$ cat config.mk
export PLATFORM = sky130hd
export DESIGN_NAME = pkt_counter
export DESIGN_NICKNAME = d
export VERILOG_FILES = /design/src/hdl/arb_pkg.sv /design/src/hdl/pkt_counter.sv
export SDC_FILE = /design/constraint.sdc
export NUM_CORES = 1
export LEC_CHECK = 0
export ABC_AREA = 1
export BUFFER_PORTS_ARGS = -buffer_cell sky130_fd_sc_hd__clkbuf_2
export CORE_MARGIN = 2
export CORE_UTILIZATION = 45
export CTS_CLUSTER_DIAMETER = 60
export DETAILED_ROUTE_END_ITERATION = 12
export PLACE_DENSITY_LB_ADDON = 0.3
export SYNTH_ARGS = -nofsm -noshare
export SYNTH_HDL_FRONTEND = slang
export SYNTH_SLANG_ARGS = --single-unit
$ cat constraint.sdc
create_clock -name axi_aclk -period 3 [get_ports axi_aclk]
set_input_delay 0.6 -clock axi_aclk [delete_from_list [all_inputs] [get_ports axi_aclk]]
set_output_delay 0.6 -clock axi_aclk [all_outputs]
set_load 0.01 [all_outputs]
$ cat src/hdl/arb_pkg.sv
package arb_pkg;

   // Stream widths
   localparam int unsigned DATA_W = 64;
   localparam int unsigned STRB_W = DATA_W / 8;  // One strobe bit per byte
   localparam int unsigned USER_W = 16;

   // Input side
   localparam int unsigned NUM_QUEUES = 4;
   localparam int unsigned QUEUE_W    = 2;        // Enough to index NUM_QUEUES

   // Input FIFO geometry
   localparam int unsigned FIFO_DEPTH_BITS = 4;
   localparam int unsigned FIFO_DEPTH      = 1 << FIFO_DEPTH_BITS;  // 16 words

   // FIFO word is {tlast, tuser, tstrb, tdata}
   localparam int unsigned FIFO_W = 1 + USER_W + STRB_W + DATA_W;

   // tready drops one word before the FIFO is full
   localparam int unsigned NEARLY_FULL_LEVEL = 15;

   // Per-queue packet statistics
   localparam int unsigned PKT_CNT_W = 16;

   typedef enum logic {
      ARB_IDLE,    // Searching for a non-empty queue
      ARB_WR_PKT   // Locked on current queue until tlast
   } arb_state_t;

endpackage

$ cat src/hdl/pkt_counter.sv
`timescale 1ns/1ps

module pkt_counter
   import arb_pkg::*;
(
   input  logic                 axi_aclk,
   input  logic                 axi_resetn,
   input  logic                 pkt_done,
   input  logic [QUEUE_W-1:0]   cur_queue,
   input  logic [QUEUE_W-1:0]   stat_sel,
   output logic [PKT_CNT_W-1:0] stat_pkt_count
);

   // One forwarded-packet count per input queue
   logic [PKT_CNT_W-1:0] pkt_cnt [NUM_QUEUES];

   // Bump the active queue on each tlast beat
   always_ff @(posedge axi_aclk) begin
      if (!axi_resetn) begin
         for (int unsigned q = 0; q < NUM_QUEUES; q++) begin
            pkt_cnt[q] <= '0;
         end
      end else if (pkt_done) begin
         pkt_cnt[cur_queue] <= pkt_cnt[cur_queue] + 1'b1;  // Rolls over at full scale
      end
   end

   // Registered read-out, one cycle behind stat_sel
   always_ff @(posedge axi_aclk) begin
      if (!axi_resetn) begin
         stat_pkt_count <= '0;
      end else begin
         stat_pkt_count <= pkt_cnt[stat_sel];
      end
   end

endmodule

==> metrics, run 1 <==
ANT nets after route=0; CP arrival=2.42 ns; Die ar.=0.01022 mm2; die span in y=101.1 um; EDFF count, synth=64; drt pass-1 iters=5; non-filler cells, final=645; Switch Pwr=667.3 uW; hold-fix buffer count after cts=0; GRT Util Overall=21.80%; H-Tree Depth=3; Clock Skew=0.008423 ns; Clock Latency Late Sink=0.35 ns; cells along the critical path=clkbuf_2 > inv_2 > nand3_1 > nand2_2 > ha_1 > inv_1 > nor2_2 > nand2_2 > nor2_4 > xor2_2 > nor2_1; final setup TNS=0 ns; Rows=35; antenna cells=0; Max Freq=431.0 MHz; average size of a mapped cell=8.433 um2; area delta synth->final=10.15%; Yosys reg bits=80; Vias per Instance=5.332; CTS tree=yes; IO buf count=22; setup repair bufs after CTS=0; fin worst setup slack=0.6801 ns; Most used DFF post-synth=edfxtp_1; crit-path max cell delay=0.27 ns; CTS resizes=0; clk slew on worst S/H paths=0.08 ns; Most common cell on crit path=nand2_2; grt ovf=0; GRT busiest layer=met2; drt wl/cell=16.21 um; Period minus WS final=2.320 ns; num ports=23; layout cell share with drive strength beyond 1=18.16%; Max Cap Viol=0; crit path max-delay cell type=inv_2; post-synthesis sequential area ratio=52.86%; Core Footprint=0.009196 mm2; Clock power frac=32.7%; Slew Viols, Final=0; leakage=0.001949 uW; Post-synth ARST share=0%; outcome=complete, no violations; Post-DP HPWL=6.755 mm; worst vdd ir=208.7 uV; yosys warns=0; Netlist cell types=30; die width=101.1 um; Sw Ratio=27.63%; clk sink count=80; nature of the critical path startpoint=input pin; Reg power frac=53.4%; Final Cycle Share=77.33%; initial drt markers=298; via count=3439; unrepaired setup endpoints after global routing=false; Final nets=537; worst endpoint required time=3.10 ns; Setup CP Type=in2reg; largest net degree at the start of global routing=32; Synth Net Count=511; Hold Path Stages=2; cell area after technology mapping=0.004242 mm2; met1 GRT Util=28.26%; drt total wl=10.45 mm; Yosys top cell by area=edfxtp_1; clock buffer depth=2; synth top area cells=edfxtp_1, nor2_1, nand2_1; placed cell count=629; Combinational Power Share=13.9%; pre-CTS WS=0.3327 ns; initial antenna violation count=0; Initial Util=46.12%; Gate Count Post-Synth=503; Worst Reg2Reg Path Length in Cells=11; post-synth top area share=45.31%; met3 Use GR=4.300%; Worst Hold Class=reg2reg; first-pass GRT wire length=16.68 mm; P_int=1748 uW; vias in the first global route=3402; endpoints failing hold=0; final setup vio count=0; relative max-transition margin=48.86%; DRC Markers=0; Root Driver=clkbuf_8; CP Capture Type=flip-flop; worst-path fanout max=12; PwrDens=517.0 mW/mm2; Worst Tran Pin Value=0.7662 ns; TritonCTS Buffers=9; GPL Wtd Cong=0.8912; met2 usage=34.54%
==> cell usage in the layout (no fill, tap or decap), types with 2 or more instances in the layout <==
| cell | netlist | final |
|---|---|---|
| edfxtp_1 | 64 | 64 |
| nor2_4 | 4 | 4 |
| nor2_1 | 116 | 116 |
| inv_2 | 4 | 4 |
| dfxtp_1 | 16 | 16 |
| nand2_2 | 7 | 7 |
| nor3_1 | 2 | 2 |
| nand3_1 | 36 | 36 |
| clkinv_2 | 0 | 2 |
| o21ai_0 | 32 | 32 |
| clkbuf_2 | 0 | 22 |
| nand3_2 | 13 | 13 |
| nand2_1 | 108 | 108 |
| xor2_2 | 3 | 3 |
| a21oi_1 | 22 | 22 |
| inv_1 | 34 | 34 |
| nand2_4 | 2 | 2 |
| clkinvlp_4 | 0 | 3 |
| nor2_2 | 6 | 6 |
| clkbuf_8 | 0 | 9 |
| buf_4 | 2 | 18 |
==> metrics by stage <==
stage / total power [uW] / instance area, um2 / utilization, % / hold WS [ns]
global route: 2524 / 4672 / 50.80 / 0.6148
global placement: 1640 / 4477 / 48.68 / 0.5346
CTS: 2422 / 4672 / 50.80 / 0.5735
finish: 2415 / 4672 / 50.80 / 0.5773
floorplan: 1546 / 4242 / - / 0.5170
detailed placement: 1646 / 4477 / 48.68 / 0.5497
==> logic make-up (layout without fill, tap and decap cells) <==
| kind of cell | count (synthesis) | count (layout) | share of synthesized area, % |
|---|---|---|---|
| and+or+nand+nor | 299 | 299 | 31.92 |
| adders and majority gates | 1 | 1 | 0.2949 |
| xor gates and xnor gates | 4 | 4 | 1.357 |
| AOI/OAI and AO/OA | 56 | 56 | 6.696 |
| DFF | 80 | 80 | 52.86 |
| buffers and inverters | 63 | 94 | 6.873 |
==> synthesized netlist by cell type, types with 2 or more instances <==
cell type / instances
a21oi_1: 22
buf_2: 5
buf_4: 2
buf_6: 4
clkbuf_1: 13
dfxtp_1: 16
edfxtp_1: 64
inv_1: 34
inv_2: 4
nand2_1: 108
nand2_2: 7
nand2_4: 2
nand3_1: 36
nand3_2: 13
nor2_1: 116
nor2_2: 6
nor2_4: 4
nor3_1: 2
o21ai_0: 32
xor2_2: 3
==> final timing paths <==
check	start	end	slack, ns
min	pkt_cnt[3][9]$_DFFE_PP_	stat_pkt_count[9]$_SDFF_PN0_	0.58
min reg2reg	pkt_cnt[3][9]$_DFFE_PP_	stat_pkt_count[9]$_SDFF_PN0_	0.58
max	cur_queue[1]	pkt_cnt[2][8]$_SDFFCE_PN0P_	0.68
max reg2reg	pkt_cnt[3][0]$_DFFE_PP_	pkt_cnt[2][8]$_SDFFCE_PN0P_	1.02
==> final cells by class <==
class / count / area, um2
clock buffers: 9 / 123.9
clock inverters: 7 / 71.32
fillers: 874 / 4524
inverters: 38 / 142.6
multi-input cells: 360 / 1708
flip-flops and latches: 80 / 2242
well taps: 111 / 138.9
repair buffers: 40 / 245.2
==> per-layer routing <==
metal  wire length, um  part of all wire (%)  vias up
met4               317                   3.0        0
met3               901                   8.6       26
li1                  -                     -     1678
met2              4880                    47      160
met1              4354                    42     1575
met5                 0                     0        -
==> state kept, by name, indices dropped and copies added (netlist names) <==
signal and cells:
stat_pkt_count 16, pkt_cnt 64
==> power groups by stage <==
stage                     combinational [uW]  clock (uW)  sequential (uW)
after floorplan                          231           0             1310
after global placement                   328           0             1310
after detailed placement                 333           0             1310
after CTS                                334         800             1290
after global routing                     373         855             1300
final                                    336         790             1290
==> worst max-delay path, delay by kind of cell <==
family	cells	cell delay, ns
xor gates and xnor gates	1	0.21
adders and majority gates	1	0.17
buffers and inverters	3	0.56
and+or+nand+nor	6	0.87
Note: power is estimated with default switching activity, not from simulation.
==> inputs of run 2 (changes only) <==
==> constraint.sdc (replaced) <==
create_clock -name axi_aclk -period 1.9 [get_ports axi_aclk]
set_input_delay 0.38 -clock axi_aclk [delete_from_list [all_inputs] [get_ports axi_aclk]]
set_output_delay 0.38 -clock axi_aclk [all_outputs]
set_load 0.01 [all_outputs]
==> run 2 against run 1 <==
Effect of this change: clock skew up 0.0053 ns; core utilization up 3.9 points; design area up 7.6%; clock power up 75%; critical path depth down 1; total power up 67%; final cell count up 3.9%; flip-flop and latch count unchanged; global-route usage up 0.41 points; first-iteration DRC count down 34%; critical endpoint unchanged.
==> metrics, run 2 (same netlist as run 1, synthesis figures left out) <==
outcome=complete, no violations; GPL Wtd Cong=0.9024; WP buf/inv=1; initial antenna violation count=0; Final Cycle Share=94.35%; drt pass-1 iters=4; cell family with most CP delay=simple AND/OR/NAND/NOR gates; DRC Markers=0; TritonCTS Buffers=9; antenna cells=0; max reg flops=64; grt ovf=0; endpoints failing hold=0; CP Capture Type=flip-flop; relative max-transition margin=79.71%; Multi-input gate area=0.001800 mm2; worst vdd ir=406.5 uV; die span in y=101.1 um; # fillers=834; Initial Util=46.12%; clock buffer depth=2; Post-DP HPWL=7.127 mm; CTS tree=yes; placed cell count=654; Root Driver=clkbuf_8; Die ar.=0.01022 mm2; initial drt markers=196; final setup TNS=0 ns; met2 routed WL=5.193 mm; layout cell share with drive strength beyond 1=24.51%; Core Footprint=0.009196 mm2; Vias per Instance=5.416; first-pass GRT wire length=17.29 mm; Period minus WS final=1.793 ns; Worst Hold Class=in2reg; Clock Skew=0.01376 ns; crit path max-delay cell type=edfxtp_1; worst-path fanout max=5; hold-fix buffer count after cts=0; drt wl/cell=15.78 um; worst endpoint required time=2.00 ns; commonest non-fill, non-tap cell in the layout=nor2_1; met3 WL post-DR=583 um; CTS resizes=0; ANT nets after route=0; crit-path max cell delay=0.38 ns; top sig layer=met4; Max Cap Viol=0; Post-Route Utilization=54.67%; Clock Latency Late Sink=0.36 ns; top flop regs=pkt_cnt (64), stat_pkt_count (16); Largest Register=pkt_cnt; die width=101.1 um; clk sink count=80; via count=3629; non-filler cells, final=670; H-Tree Depth=3; nature of the critical path startpoint=flip-flop; Max Freq=557.8 MHz; IO buf count=22; vias in the first global route=3587; Register Area=0.002242 mm2; M1 WL=4.473 mm; final instance area=0.005027 mm2; final setup vio count=0; area delta synth->final=18.53%; CP arrival=1.89 ns; setup repair bufs after CTS=0; most frequent cells in the layout=nor2_1, nand2_1, edfxtp_1, buf_4, inv_1; DP Area=0.004780 mm2; Setup CP Type=reg2reg; drt total wl=10.57 mm; clk slew on worst S/H paths=0.08 ns; Final nets=562; cells along the critical path=or2_2 > nand3_2 > nand2_4 > ha_4 > inv_2 > nor2_4 > nand2_4 > nor2_4 > xor2_2 > nor2_1; largest net degree at the start of global routing=34; Worst Tran Pin Value=0.3043 ns; GRT Util Overall=22.21%; PwrDens=803.0 mW/mm2; leakage=0.002119 uW; Rows=35; Slew Viols, Final=0; unrepaired setup endpoints after global routing=false; num ports=23
==> run 2: cell types whose count changed in the layout (fill, tap and decap cells not counted), moves of 2 or more <==
cell / delta
buf_4: +21
clkinv_4: +2
nand3_1: -4
nand2_4: +3
nand3_2: +2
nand2_2: +4
nor2_1: -3
nor2_2: +2
nand3_4: +2
buf_12: +4
nand2_1: -7
clkinv_2: -2
==> run 2: through the flow <==
step / hold slack (ns) / power, uW / setup slack [ns]
floorplan: 0.5170 / 2458 / 0.008470
global placement: 0.5469 / 2675 / -0.1228
detailed placement: 0.5479 / 2689 / -0.1626
CTS: 0.5290 / 4048 / 0.06818
global route: 0.5736 / 4197 / 0.004933
finish: 0.5352 / 4037 / 0.1074
==> run 2: where the power goes <==
| group | switching, uW | leakage, uW | internal (uW) |
|---|---|---|---|
| logic | 394 | 0.00122 | 229 |
| registers | 44.0 | 0.000800 | 1990 |
| clock network | 637 | 0.000103 | 739 |
| total | 1080 | 0.00212 | 2960 |
==> run 2: path summary, 6_finish.rpt <==
kind / start / end / slack [ns] / depth (start not counted)
setup / recovery: pkt_cnt[0][1]$_SDFFCE_PN0P_ / pkt_cnt[2][8]$_SDFFCE_PN0P_ / 0.11 / 10
hold / removal: axi_resetn / pkt_cnt[2][12]$_SDFFCE_PN0P_ / 0.54 / 3
setup reg to reg: pkt_cnt[0][1]$_SDFFCE_PN0P_ / pkt_cnt[2][8]$_SDFFCE_PN0P_ / 0.11 / 10
hold reg to reg: pkt_cnt[1][10]$_SDFFCE_PN0P_ / stat_pkt_count[10]$_SDFF_PN0_ / 0.56 / 2
==> run 2: cell type report <==
| cell class | count | area share (%) |
|---|---|---|
| Sequential cell | 80 | 44.60 |
| Tap cell | 111 | 2.763 |
| Clock inverter | 7 | 1.916 |
| Timing Repair Buffer | 65 | 9.607 |
| Inverter | 38 | 2.837 |
| Multi-Input combinational cell | 360 | 35.81 |
| Clock buffer | 9 | 2.464 |
==> run 2: worst reg2reg max path, cell delays in order (launching register included) <==
cell and delay, ns:
edfxtp_1 0.38, or2_2 0.31, nand3_2 0.08, nand2_4 0.07, ha_4 0.15, inv_2 0.06, nor2_4 0.04, nand2_4 0.10
nor2_4 0.07, xor2_2 0.21, nor2_1 0.07
==> run 2: metal layers <==
metal / vias up / track usage, %
met5: - / 0
met4: 0 / 10.71
met3: 28 / 4.230
met2: 131 / 37.49
met1: 1730 / 27.24
li1: 1740 / -
==> inputs of run 3 (changes only) <==
--- a/config.mk
+++ b/config.mk
@@ -6,7 +6,7 @@
 export NUM_CORES = 1
 export LEC_CHECK = 0
 export ABC_AREA = 1
-export BUFFER_PORTS_ARGS = -buffer_cell sky130_fd_sc_hd__clkbuf_2
+export BUFFER_PORTS_ARGS = -buffer_cell sky130_fd_sc_hd__buf_2
 export CORE_MARGIN = 2
 export CORE_UTILIZATION = 45
 export CTS_CLUSTER_DIAMETER = 60
==> run 3 against run 2 <==
Effect of this change: first-iteration DRC count increased by 28%; maximum frequency increased by 1.4%; flip-flop and latch count unchanged; register-to-register slack improved by 0.03 ns; design area decreased by 0.92%; via count decreased by 2.3%; critical endpoint is now pkt_cnt[1][14]$_SDFFCE_PN0P_; largest cell class unchanged; largest power group unchanged.
==> metrics, run 3 (same netlist as run 1, synthesis figures left out) <==
outcome=complete, no violations; Sw Ratio=27.95%; Die ar.=0.01022 mm2; Final Cycle Share=93.03%; initial drt markers=250; placed cell count=655; Multi-input gate area=0.001788 mm2; CP arrival=1.85 ns; clock buffer depth=2; drt total wl=10.34 mm; Max Cap Viol=0; Setup CP Type=reg2reg; # fillers=843; worst vdd ir=301.9 uV; Worst Hold Class=in2reg; max reg flops=64; num ports=23; Rows=35; H-Tree Depth=3; vias in the first global route=3507; Clock power frac=28.8%; grt ovf=0; initial antenna violation count=0; Root Driver=clkbuf_8; Worst Tran Pin Value=0.5015 ns; area delta synth->final=17.43%; TritonCTS Buffers=9; worst endpoint required time=1.98 ns; Pwr Total=3738 uW; commonest non-fill, non-tap cell in the layout=nor2_1; Combinational Power Share=16.8%; Max Freq=565.8 MHz; CP Capture Type=flip-flop; Switch Pwr=1045 uW; crit-path max cell delay=0.41 ns; cells along the critical path=or2_4 > nand3_2 > nand2_4 > ha_4 > inv_2 > nor2_4 > nand2_4 > nor2_1 > nand2_1 > nand2_1 > nand3_2 > nor2_1; DRC Markers=0; Clock Latency Late Sink=0.35 ns; Register Area=0.002242 mm2; non-filler cells, final=670; Post-DP HPWL=7.303 mm; hold-fix buffer count after cts=0; top flop regs=pkt_cnt (64), stat_pkt_count (16); largest net degree at the start of global routing=19; clk sink count=80; ANT nets after route=0; die span in y=101.1 um; Hold Path Stages=5; Largest Register=pkt_cnt; most frequent cells in the layout=nor2_1, nand2_1, edfxtp_1, buf_4, inv_1; unrepaired setup endpoints after global routing=false; Vias per Instance=5.294; clk slew on worst S/H paths=0.09 ns; drt wl/cell=15.44 um; relative max-transition margin=66.45%; setup slack, reg-to-reg=0.13 ns; CP Launch Point=pkt_cnt[0][1]$_SDFFCE_PN0P_; GRT Util Overall=21.34%; nature of the critical path startpoint=flip-flop; Reg power frac=54.5%; antenna cells=0; via count=3547; drt pass-1 iters=5; crit path max-delay cell type=edfxtp_1; Final nets=563; GPL Wtd Cong=0.8477; first-pass GRT wire length=16.77 mm; Clock Skew=0.01408 ns; Worst Reg2Reg Path Length in Cells=12; final setup vio count=0; leakage=0.002104 uW; IO buf count=22; R2R Path Start=pkt_cnt[0][1]$_SDFFCE_PN0P_; endpoints failing hold=0; Period minus WS final=1.767 ns; CTS tree=yes; PwrDens=750.4 mW/mm2; worst r2r dst=pkt_cnt[1][14]$_SDFFCE_PN0P_; worst-path fanout max=4; setup repair bufs after CTS=0; P_int=2693 uW; die width=101.1 um; Initial Util=46.12%; crit path to=pkt_cnt[1][14]$_SDFFCE_PN0P_; layout cell share with drive strength beyond 1=23.79%; Core Footprint=0.009196 mm2; Hold WS=0.5587 ns; CTS resizes=0; Slew Viols, Final=0
-- run 3: power by group through the flow --
stage               Clock (uW)  Sequential, uW  Combinational (uW)
floorplan                    0            2080                 383
finish                    1070            2040                 627
global route              1160            2040                 694
global placement             0            2070                 610
detailed placement           0            2070                 618
CTS                       1090            2030                 621
-- run 3: worst min-delay path by stage --
stage	start	end	slack, ns
global placement	pkt_cnt[3][1]$_DFFE_PP_	stat_pkt_count[1]$_SDFF_PN0_	0.54
detailed placement	pkt_cnt[3][11]$_DFFE_PP_	stat_pkt_count[11]$_SDFF_PN0_	0.54
CTS	stat_sel[1]	stat_pkt_count[11]$_SDFF_PN0_	0.54
finish	stat_sel[1]	stat_pkt_count[12]$_SDFF_PN0_	0.56
floorplan	pkt_cnt[3][10]$_DFFE_PP_	stat_pkt_count[10]$_SDFF_PN0_	0.52
global route	stat_sel[1]	stat_pkt_count[11]$_SDFF_PN0_	0.58
-- run 3: worst max-delay path, delay by kind of cell (launching register included) --
kind	cells	cell delay [ns]
fa+ha+maj	1	0.15
buf+inv	1	0.06
flops	1	0.41
simple gates	10	0.88
-- run 3: area by class of cell --
class	count	share of cell area [%]
Clock buffer	10	2.562
Multi-Input combinational cell	360	35.90
Clock inverter	5	0.7033
Inverter	38	2.864
Sequential cell	80	45.01
Tap cell	111	2.788
Timing Repair Buffer	66	10.17
-- run 3: per-layer routing --
layer  global-route usage (%)  wire (um)
met3                    3.675        572
met4                    8.420        270
met5                        0          0
met1                    26.06       4356
met2                    37.39       5143
-- run 3: per-stage QoR --
| step | worst slack (ns) | utilization [%] | TNS (ns) | area (um2) |
|---|---|---|---|---|
| floorplan | 0.008470 | - | 0 | 4313 |
| global placement | -0.1007 | 52.19 | -3.640 | 4800 |
| detailed placement | -0.1657 | 52.19 | -5.674 | 4800 |
| CTS | 0.04861 | 53.96 | 0 | 4962 |
| global route | 0.02629 | 54.16 | 0 | 4981 |
| finish | 0.1325 | 54.16 | 0 | 4981 |
