$ cat src/hdl/arb_pkg.sv
package arb_pkg;

   // Stream widths
   localparam int unsigned DATA_W = 64;
   localparam int unsigned STRB_W = DATA_W / 8;  // One strobe bit per byte
   localparam int unsigned USER_W = 16;

   // Input side
   localparam int unsigned NUM_QUEUES = 4;
   localparam int unsigned QUEUE_W    = 2;        // Enough to index NUM_QUEUES

   // Input FIFO geometry
   localparam int unsigned FIFO_DEPTH_BITS = 4;
   localparam int unsigned FIFO_DEPTH      = 1 << FIFO_DEPTH_BITS;  // 16 words

   // FIFO word is {tlast, tuser, tstrb, tdata}
   localparam int unsigned FIFO_W = 1 + USER_W + STRB_W + DATA_W;

   // tready drops one word before the FIFO is full
   localparam int unsigned NEARLY_FULL_LEVEL = 15;

   // Per-queue packet statistics
   localparam int unsigned PKT_CNT_W = 16;

   typedef enum logic {
      ARB_IDLE,    // Searching for a non-empty queue
      ARB_WR_PKT   // Locked on current queue until tlast
   } arb_state_t;

endpackage

$ cat src/hdl/input_arbiter_fsm.sv
`timescale 1ns/1ps

module input_arbiter_fsm
   import arb_pkg::*;
(
   input  logic                  axi_aclk,
   input  logic                  axi_resetn,
   input  logic [NUM_QUEUES-1:0] empty,
   input  logic [FIFO_W-1:0]     head_word [NUM_QUEUES],
   input  logic                  m_axis_tready,
   output logic [DATA_W-1:0]     m_axis_tdata,
   output logic [STRB_W-1:0]     m_axis_tstrb,
   output logic [USER_W-1:0]     m_axis_tuser,
   output logic                  m_axis_tlast,
   output logic                  m_axis_tvalid,
   output logic [NUM_QUEUES-1:0] rd_en,
   output logic [QUEUE_W-1:0]    cur_queue,
   output logic                  pkt_done
);

   arb_state_t         state;
   arb_state_t         state_next;
   logic [QUEUE_W-1:0] cur_queue_next;
   logic [QUEUE_W-1:0] cur_queue_plus1;  // Round-robin successor
   logic [FIFO_W-1:0]  cur_word;         // Head of selected FIFO
   logic               xfer;             // Output beat this cycle

   // Output mux on current queue
   assign cur_word = head_word[cur_queue];
   assign {m_axis_tlast, m_axis_tuser, m_axis_tstrb, m_axis_tdata} = cur_word;
   assign m_axis_tvalid = ~empty[cur_queue];

   assign xfer     = m_axis_tvalid & m_axis_tready;
   assign pkt_done = xfer & m_axis_tlast;  // One pulse per packet end

   // Wrap from last queue back to 0
   assign cur_queue_plus1 = (cur_queue == QUEUE_W'(NUM_QUEUES - 1)) ? '0
                                                                     : cur_queue + 1'b1;

   always_comb begin
      state_next     = state;
      cur_queue_next = cur_queue;
      rd_en          = '0;

      case (state)
         ARB_IDLE: begin
            if (!m_axis_tvalid) begin
               cur_queue_next = cur_queue_plus1;  // Nothing here, try next queue
            end else if (m_axis_tready) begin
               rd_en[cur_queue] = 1'b1;
               if (m_axis_tlast) begin
                  // Single-word packet, done already
                  cur_queue_next = cur_queue_plus1;
               end else begin
                  state_next = ARB_WR_PKT;
               end
            end
         end

         ARB_WR_PKT: begin
            // Only pop when the head is valid and the sink takes it
            if (xfer) begin
               rd_en[cur_queue] = 1'b1;
               if (m_axis_tlast) begin
                  state_next     = ARB_IDLE;
                  cur_queue_next = cur_queue_plus1;  // Give the next queue a turn
               end
            end
         end

         default: begin
            state_next = ARB_IDLE;
         end
      endcase
   end

   always_ff @(posedge axi_aclk) begin
      if (!axi_resetn) begin
         state     <= ARB_IDLE;
         cur_queue <= '0;  // Start at queue 0
      end else begin
         state     <= state_next;
         cur_queue <= cur_queue_next;
      end
   end

endmodule

$ cat config.mk
export PLATFORM = sky130hd
export DESIGN_NAME = input_arbiter_fsm
export DESIGN_NICKNAME = d
export VERILOG_FILES = /design/src/hdl/arb_pkg.sv /design/src/hdl/input_arbiter_fsm.sv
export SDC_FILE = /design/constraint.sdc
export NUM_CORES = 1
export LEC_CHECK = 0
export ABC_AREA = 1
export BUFFER_PORTS_ARGS = -buffer_cell sky130_fd_sc_hd__buf_2
export CAP_MARGIN = 10
export CORE_AREA = 2 2 177 179
export CTS_BUF_LIST = sky130_fd_sc_hd__clkbuf_4 sky130_fd_sc_hd__clkbuf_8
export DETAILED_ROUTE_END_ITERATION = 12
export DIE_AREA = 0 0 179 181
export MAX_ROUTING_LAYER = met4
export SLEW_MARGIN = 20
export SYNTH_ARGS = -nofsm -noshare
export SYNTH_HDL_FRONTEND = slang
export SYNTH_SLANG_ARGS = --single-unit
$ cat constraint.sdc
create_clock -name axi_aclk -period 1.6 [get_ports axi_aclk]
set_input_delay 0.16 -clock axi_aclk [delete_from_list [all_inputs] [get_ports axi_aclk]]
set_output_delay 0.16 -clock axi_aclk [all_outputs]
set_load 0.05 [all_outputs]
==> flow_summary_export.csv, run 1 <==
group,metric,value,unit
detailed_routing,vias_per_cell,4.32,
synth,syn_area_per_cell,4.90,um^2
synth,synth_compound_area_share,54.1,%
layout,most-common-layout-cells,"buf_2, nor2_1, o21ai_1",
setup_path,path_class,"flip-flop to output port",
setup_path,critPathLaunch,"cur_queue[0]",
grt,grt_pass1_vias,6210,
cts,hold_buffers,0,
grt,grt.overflow.total,0,
layout,instances_no_fill,1419,
detailed_routing,drt_iter0_drc,208,
setup_path,r2r-start,"cur_queue[1]",
floorplan,core-area,30300,um^2
pwr,vdd_drop_max,0.00124,V
timing,skew,0.00319,ns
synth,async_reset_ff_share,0,%
worst_hold_path,min_from,"axi_resetn",
synth,yosys-top-cells-area,"o21ai_0, nor2_1, o22ai_1, clkbuf_1, buf_2",
detailed_routing,ant_nets,0,
placed_design,portBuffers,459,
grt,track_usage,12.8,%
synth,synth_top_family_by_area,"compound AO/OA/AOI/OAI gates",
synth,ys_seq_elements,3,
layout,fin_nets,1386,
synth,synth_top_area_share,32.8,%
status,status,"finished with violations",
detailed_routing,post_drt_wl_per_cell,16.9,um
placed_design,dpl_cell_area,7070,um^2
synth,synth.area.mux_share,0,%
floorplan,rows,64,
synth,synth_xor_area_share,0,%
layout,final_area,8380,um^2
synth,yosysSeqAreaShare,2.24,%
placed_design,placedCellCount,1396,
worst_hold_path,hp-class,"primary input to flip-flop",
synth,synth-adder-area-share,1.86,%
cts,cts.sinks,3,
grt,grt_max_degree,54,
timing,fmax,0.592,GHz
floorplan,io_pins,460,
timing,setup_viol_count_final,75,
timing,finalCritPeriodShare,106,%
floorplan,dieArea,32400,um^2
grt,grt_pass1_wl,31.9,mm
setup_path,arrival,1.53,ns
pwr,power_leakage,0.00366,uW
cts,clock_latency,0.21,ns
synth,netlist_instances,548,
synth,yosys.area_share.simple,30.4,%
placed_design,dp_hpwl,17.7,mm
cts,cts-root-buf,"clkbuf_8",
synth,yosysWarnings,0,
setup_path,crit_path_end_kind,"output port",
job,max_cap_viol_count,0,
timing,fin_ws,-0.0883,ns
grt,antenna_found_initial,5,
floorplan,initial_utilization,8.84,%
detailed_routing,drc_errors,0,
synth,synth_edf_count,0,
floorplan,die_y,181,um
status,violations,"negative setup slack",
synth,ys_types,20,
cts,cts_buffers,3,
timing,holdWs,0.203,ns
cts,cts_buffer_depth,2,
setup_path,ff2ff_setup_slack,0.20,ns
detailed_routing,firstDrtPassIters,4,
detailed_routing,via_count,6127,
timing,worstMarginPinSlew,0.372,ns
cts,path_clk_slew,0.03,ns
cts,htreeDepth,1,
setup_path,required,1.44,ns
timing,hold_violations,0,
synth,synth_area,2680,um^2
timing,min_period,1.69,ns
cts,cts_tree,"done",
setup_path,crit_fanout,20,
floorplan,die_x,179,um
detailed_routing,wl,24.0,mm
timing,slew_viol_final,0,
layout,layout-drive-gt1-share,69.2,%
timing,slew_headroom,75.0,%
layout,layout_commonest_cell,"buf_2",
timing,grt_setup_unrepaired,"yes",
synth,synth_nets,915,
pwr,power_density,2400,nW/um^2
synth,synth_area_leader_cell,"o21ai_0",
placed_design,gp_congestion,0.956,
synth,ys.flop_type,"dfxtp_1",
placed_design,dpl_worst_slack,-0.0927,ns
setup_path,critPathLaunchType,"flip-flop",
layout,syn_to_final_growth,212,%
where the power goes:
part,total [uW],switching (uW),internal [uW]
sequential,195,75.5,119
clock,235,48.0,187
combinational,19700,11900,7780
metal layers:
layer | part of all wire (%) | GRT usage, % | vias up
met1 | 36 | 13.5 | 2867
met3 | 7.4 | 1.91 | 32
met2 | 54 | 24.7 | 330
li1 | - | - | 2898
met5 | 0 | - | -
met4 | 2.1 | 3.12 | 0
state kept, by name, summed over array words and instances (netlist names):
| name | cells |
|---|---|
| cur_queue | 2 |
| state | 1 |
layout make-up:
| cell class | count | area [um^2] |
|---|---|---|
| Antenna cell | 5 | 12.5 |
| Clock buffer | 4 | 48.8 |
| Fill cell | 3262 | 22000 |
| Inverter | 11 | 60.1 |
| Multi-Input combinational cell | 476 | 3840 |
| Sequential cell | 3 | 67.6 |
| Tap cell | 396 | 495 |
| Timing Repair Buffer | 524 | 3860 |
synthesized netlist by cell type, types with 2 or more instances:
cell and instances:
nand2_4 2, nand3_1 2, buf_2 17, ha_1 4
dfxtp_1 3, nand2_1 12, nor2_1 183, o22ai_1 88
nand3_2 2, inv_2 2, buf_4 3, inv_1 9
o21ai_0 176, a21oi_1 3, clkbuf_1 36, buf_6 2
per-stage QoR:
step	power [uW]	TNS [ns]	utilization [%]
final	20100	-2.95	27.6
after CTS	18900	-4.12	25.9
after global placement	16000	-0.133	23.3
after detailed placement	16100	-0.159	23.3
after floorplan	12000	-0.0127	-
after global routing	21100	-7.98	27.6
repair_timing:
action / 4_1_cts / 5_1_grt
gates cloned: 2 / 7
resized for setup: 327 / 116
pin swaps: 1 / 2
setup buffers: 3 / 2
setup endpoints to repair: 95 / 93
final timing paths:
check | end | depth (start not counted)
worst max-delay path | m_axis_tdata[57] | 6
worst min-delay path | cur_queue[0] | 3
worst max register to register | cur_queue[1] | 6
worst min register to register | state | 2
critical path, stage by stage, from the launching register on:
cell     delay [ns]
dfxtp_4        0.37
inv_8          0.11
buf_16         0.18
buf_4          0.17
nor2_2         0.05
o22ai_4        0.21
buf_6          0.19
cell families after synthesis:
family,Yosys count
adders and majority gates,4
AOI/OAI and AO/OA,268
DFF,3
and+or+nand+nor,204
buffers and inverters,69
(Power assumes the default switching activity.)
==> run 2, diff against run 1 <==
- clock period: 1.6 -> 2.04 ns (I/O delays scaled with it)
==> run 2 against run 1 <==
The run now ends clean. Via count decreased by 6.2%. Utilization decreased by 6.3 points. Power decreased by 42%. Highest routed layer unchanged.
==> flow_summary_export.csv, run 2 (synthesized netlist as in run 1, its figures left out) <==
group,metric,value,unit
detailed_routing,drc_errors,0,
cts,hold_buffers,0,
timing,fmax,0.519,GHz
grt,grt_pass1_wl,28.4,mm
setup_path,crit_path_end_kind,"output port",
layout,top_register,"cur_queue",
cts,clock_latency,0.22,ns
timing,slew_viol_final,0,
floorplan,die_y,181,um
pwr,internal-power,3900,uW
placed_design,placedCellCount,1362,
setup_path,path_class,"flip-flop to output port",
detailed_routing,post_drt_wl_per_cell,14.5,um
setup_path,critPathLaunchType,"flip-flop",
timing,setup_viol_count_final,0,
grt,grt.overflow.total,0,
timing,holdWs,0.235,ns
grt,track_usage,11.4,%
placed_design,gp_congestion,0.845,
floorplan,die_x,179,um
setup_path,ff2ff_setup_slack,0.60,ns
detailed_routing,ant_nets,0,
setup_path,required,1.84,ns
cts,path_clk_slew,0.03,ns
pwr,clockPowerShare,1.6,%
timing,fin_ws,0.112,ns
cts,cts_buffer_depth,2,
placed_design,portBuffers,459,
worst_hold_path,holdPathStages,3,
setup_path,cp_slowest_cell,"dfxtp_4",
grt,grt_max_degree,98,
layout,layout-drive-gt1-share,59.2,%
pwr,vdd_drop_max,0.000818,V
worst_hold_path,min_from,"axi_resetn",
floorplan,io_pins,460,
worst_hold_path,hp-class,"primary input to flip-flop",
detailed_routing,vias_per_cell,4.19,
placed_design,dpl_worst_slack,0.0911,ns
setup_path,crit_fanout,44,
worst_hold_path,hold_end,"cur_queue[0]",
layout,most-common-layout-cells,"buf_2, nor2_1, o21ai_0",
setup_path,crit_chain,"buf_6 > nand3_1 > nand2_2 > nand2_2 > nor2_4 > buf_2",
cts,cts.sinks,3,
pwr,seq_power_share,1.1,%
layout,instances_no_fill,1373,
cts,htreeDepth,1,
detailed_routing,drt_iter0_drc,244,
floorplan,rows,64,
setup_path,cpMostUsedCell,"nand2_2",
timing,worstMarginPinSlew,0.419,ns
pwr,netSwitchingPower,7800,uW
setup_path,arrival,1.72,ns
floorplan,dieArea,32400,um^2
cts,cts_buffers,3,
timing,finalCritPeriodShare,94.5,%
layout,fin_nets,1338,
pwr,power_density,1810,nW/um^2
layout,layout_commonest_cell,"buf_2",
placed_design,dp_hpwl,17.2,mm
pwr,power_leakage,0.00321,uW
timing,min_period,1.93,ns
layout,final-seq-area,67.6,um^2
grt,antenna_found_initial,7,
layout,syn_to_final_growth,141,%
pwr,swShare,66.6,%
setup_path,slowest_delay,0.35,ns
layout,largestRegisters,"cur_queue x2, state x1",
status,status,"complete, no violations",
cts,cts_tree,"done",
setup_path,r2r-end,"cur_queue[0]",
detailed_routing,wl,20.0,mm
timing,skew,0.0000876,ns
setup_path,reg2reg_depth,9,
floorplan,initial_utilization,8.84,%
cts,cts-root-buf,"clkbuf_8",
layout,multi_input_area,2840,um^2
grt,grt_pass1_vias,5242,
job,max_cap_viol_count,0,
detailed_routing,via_count,5748,
layout,fillers,3481,
timing,slew_headroom,71.8,%
pwr,combinationalPowerShare,97.3,%
detailed_routing,firstDrtPassIters,5,
timing,hold_violations,0,
layout,largest_reg_flops,2,
setup_path,r2r-start,"cur_queue[0]",
floorplan,core-area,30300,um^2
## run 2: changes by cell type in the layout (fill, tap and decap cells not counted), moves of 31 or more
cell,delta
buf_2,+67
buf_6,-94
nor2_1,+33
nor2_2,-31
o21ai_0,+147
o21ai_1,-112
o21ai_2,-32
o22ai_2,+79
o22ai_4,-88
## run 2: worst max-delay path, delay by kind of cell (launching register included)
kind,cells,cell delay (ns)
flip-flops,1,0.35
AND/OR/NAND/NOR,4,0.60
buffers and inverters,2,0.54
## run 2: metal layers
metal  GRT usage (%)  share of wire (%)  routed length (um)  vias to the layer above
li1                -                  -                   -                     2794
met1            13.0                 39                7700                     2613
met2            20.6                 50               10100                      327
met3            2.21                9.8                1950                       14
met4            1.76                1.3                 263                        0
met5               -                  0                   0                        -
## run 2: cell type report
type	instances	area share [%]
Tap cell	396	7.66
Sequential cell	3	1.05
Antenna cell	7	0.271
Multi-Input combinational cell	476	43.9
Timing Repair Buffer	476	45.7
Inverter	11	0.677
Clock buffer	4	0.755
## run 2: metrics by stage
stage / area, um^2 / power (uW) / utilization, % / setup TNS [ns]
2_1_floorplan: 3210 / 7740 / - / -0.0665
3_3_place_gp: 6390 / 11500 / 21.1 / 0
3_5_place_dp: 6390 / 11600 / 21.1 / 0
4_1_cts: 6440 / 11800 / 21.2 / 0
5_1_grt: 6460 / 12400 / 21.3 / -0.000598
6_report: 6460 / 11700 / 21.3 / 0
## run 2: worst max-delay path by stage
| stage | cells past startpoint | slack, ns | endpoint | startpoint |
|---|---|---|---|---|
| 3_3_place_gp | 6 | 0.11 | rd_en[1] | cur_queue[1] |
| 4_1_cts | 6 | 0.1 | rd_en[3] | cur_queue[1] |
| 2_1_floorplan | 5 | -0.07 | rd_en[0] | cur_queue[1] |
| 3_5_place_dp | 6 | 0.09 | rd_en[3] | cur_queue[1] |
| 5_1_grt | 6 | -0.0006 | rd_en[3] | cur_queue[1] |
| 6_report | 6 | 0.11 | rd_en[3] | cur_queue[1] |
## run 2: power groups by stage
stage          clock network (uW)  logic [uW]  registers, uW
6_report                      186       11400            127
4_1_cts                       190       11500            127
5_1_grt                       199       12000            131
3_5_place_dp                    0       11400            125
2_1_floorplan                   0        7570            172
3_3_place_gp                    0       11300            124
## run 2: repair_timing
action,in CTS,in global routing
setup buffers,0,0
setup endpoints to repair,4,1
cloned,0,0
resized for setup,2,1
endpoints found under the hold margin,0,0
==> run 3, diff against run 2 <==
- CAP_MARGIN: 10 -> 30
- CELL_PAD_IN_SITES_DETAIL_PLACEMENT: default -> 1
- CELL_PAD_IN_SITES_GLOBAL_PLACEMENT: default -> 1
- CORE_AREA: 2 2 177 179 -> 2 2 178 180
- DIE_AREA: 0 0 179 181 -> 0 0 180 182
- PLACE_DENSITY_LB_ADDON: default -> 0.1
==> run 3 against run 2 <==
Register-to-register slack about the same. Setup slack worse by 0.0037 ns. Clock skew up 0.00055 ns. First-iteration DRC count down 52%. Count of clock-buffer cells in the layout unchanged. Final cell count up 0.29%. Via count down 2.1%. Die area up 1.1%. Clock power about the same. Sequential share of layout area up 0.068 points. Combinational power down 11%. Critical endpoint is now m_axis_tuser[15]. Worst hold slack worse by 0.00061 ns.
==> flow_summary_export.csv, run 3 (synthesized netlist as in run 1, its figures left out) <==
group,metric,value,unit
setup_path,ff2ff_setup_slack,0.59,ns
pwr,power_leakage,0.00307,uW
detailed_routing,vias_per_cell,4.08,
detailed_routing,via_count,5625,
cts,cts-root-buf,"clkbuf_8",
timing,skew,0.000633,ns
layout,layout-drive-gt1-share,59.3,%
timing,fmax,0.518,GHz
timing,fin_ws,0.109,ns
timing,grt_setup_unrepaired,"no",
setup_path,crit_path_end_kind,"output port",
layout,syn_to_final_growth,126,%
grt,grt_max_degree,70,
worst_hold_path,min_from,"axi_resetn",
cts,cts.sinks,3,
layout,final-seq-area,67.6,um^2
detailed_routing,top_layer_used,"met4",
pwr,power_density,1740,nW/um^2
detailed_routing,met2_length,12.4,mm
setup_path,critPathLaunch,"cur_queue[0]",
detailed_routing,wl_met3,1.39,mm
detailed_routing,ant_nets,0,
cts,cts_buffer_depth,2,
floorplan,io_pins,460,
floorplan,dieArea,32800,um^2
layout,fin_nets,1340,
timing,hold_violations,0,
setup_path,r2r-start,"cur_queue[0]",
detailed_routing,post_drt_wl_per_cell,17.1,um
layout,most-common-layout-cells,"buf_2, nor2_1, o21ai_0",
cts,cts_tree,"done",
grt,grt.overflow.total,0,
worst_hold_path,hp-class,"primary input to flip-flop",
cts,clock_latency,0.22,ns
cts,cts_buffers,3,
setup_path,path_class,"flip-flop to output port",
floorplan,initial_utilization,8.66,%
timing,finalCritPeriodShare,94.7,%
detailed_routing,firstDrtPassIters,4,
placed_design,portBuffers,459,
detailed_routing,drt_iter0_drc,117,
setup_path,reg2reg_depth,6,
timing,worstMarginPinSlew,0.462,ns
layout,top_register,"cur_queue",
timing,slew_viol_final,0,
setup_path,crit_fanout,30,
layout,largestRegisters,"cur_queue x2, state x1",
layout,largest_reg_flops,2,
setup_path,critPathLaunchType,"flip-flop",
cts,path_clk_slew,0.03,ns
pwr,vdd_drop_max,0.000701,V
grt,track_usage,13.7,%
placed_design,dpl_worst_slack,0.199,ns
layout,layout_commonest_cell,"buf_2",
floorplan,die_y,182,um
placed_design,gp_congestion,0.776,
grt,antenna_found_initial,3,
cts,postCtsResizedCells,2,
floorplan,die_x,180,um
floorplan,rows,65,
grt,grt_pass1_wl,34.9,mm
layout,multi_input_area,2840,um^2
timing,min_period,1.93,ns
setup_path,r2r-end,"cur_queue[0]",
floorplan,core-area,31000,um^2
placed_design,dp_hpwl,19.0,mm
grt,grt_pass1_vias,6067,
status,status,"complete, no violations",
timing,setup_viol_count_final,0,
layout,fin_util,19.6,%
detailed_routing,drc_errors,0,
detailed_routing,wl_met1,9.65,mm
detailed_routing,wl,23.6,mm
layout,fillers,3984,
setup_path,arrival,1.73,ns
cts,htreeDepth,1,
setup_path,crit_end,"m_axis_tuser[15]",
cts,hold_buffers,0,
setup_path,required,1.84,ns
job,max_cap_viol_count,0,
cts,postCtsSetupBuffers,0,
timing,slew_headroom,68.9,%
[run 3: final cells by class]
class,count,share of cell area [%]
clock buffers,4,0.804
repair buffers,478,42.1
inverters,11,0.804
well taps,402,8.28
multi-input cells,476,46.8
flip-flops and latches,3,1.11
diodes,3,0.124
[run 3: stage by stage]
step | cell area (um^2) | setup TNS [ns] | std cells | power [uW] | hold WS (ns)
floorplan | 3210 | -0.0665 | 548 | 7740 | 0.322
global placement | 6010 | 0 | 1370 | 10600 | 0.462
detailed placement | 6010 | 0 | 1370 | 10500 | 0.461
CTS | 6060 | 0 | 1374 | 10800 | 0.233
global route | 6070 | 0 | 1377 | 11300 | 0.266
finish | 6070 | 0 | 1377 | 10600 | 0.234
[run 3: report_power, final]
| part | internal (uW) | total [uW] | switching [uW] |
|---|---|---|---|
| clock | 147 | 189 | 42.6 |
| sequential | 93.5 | 145 | 51.7 |
| combinational | 2690 | 10200 | 7530 |
[run 3: worst min-delay path by stage]
stage                     cells after the start            to  slack, ns
after floorplan                               2  cur_queue[0]       0.32
after global placement                        3         state       0.46
after detailed placement                      3         state       0.46
after CTS                                     3         state       0.23
after global routing                          3  cur_queue[1]       0.27
final                                         3  cur_queue[0]       0.23
[run 3: per-layer routing]
layer / track usage, % / vias up
met4: 1.76 / 0
li1: - / 2791
met5: - / -
met2: 25.7 / 252
met3: 2.01 / 6
met1: 15.7 / 2576
[run 3: worst max-delay path, stage by stage, from the launching register on]
cell	delay, ns
dfxtp_4	0.42
buf_12	0.21
buf_4	0.25
o21ai_0	0.16
o22ai_2	0.16
buf_2	0.29
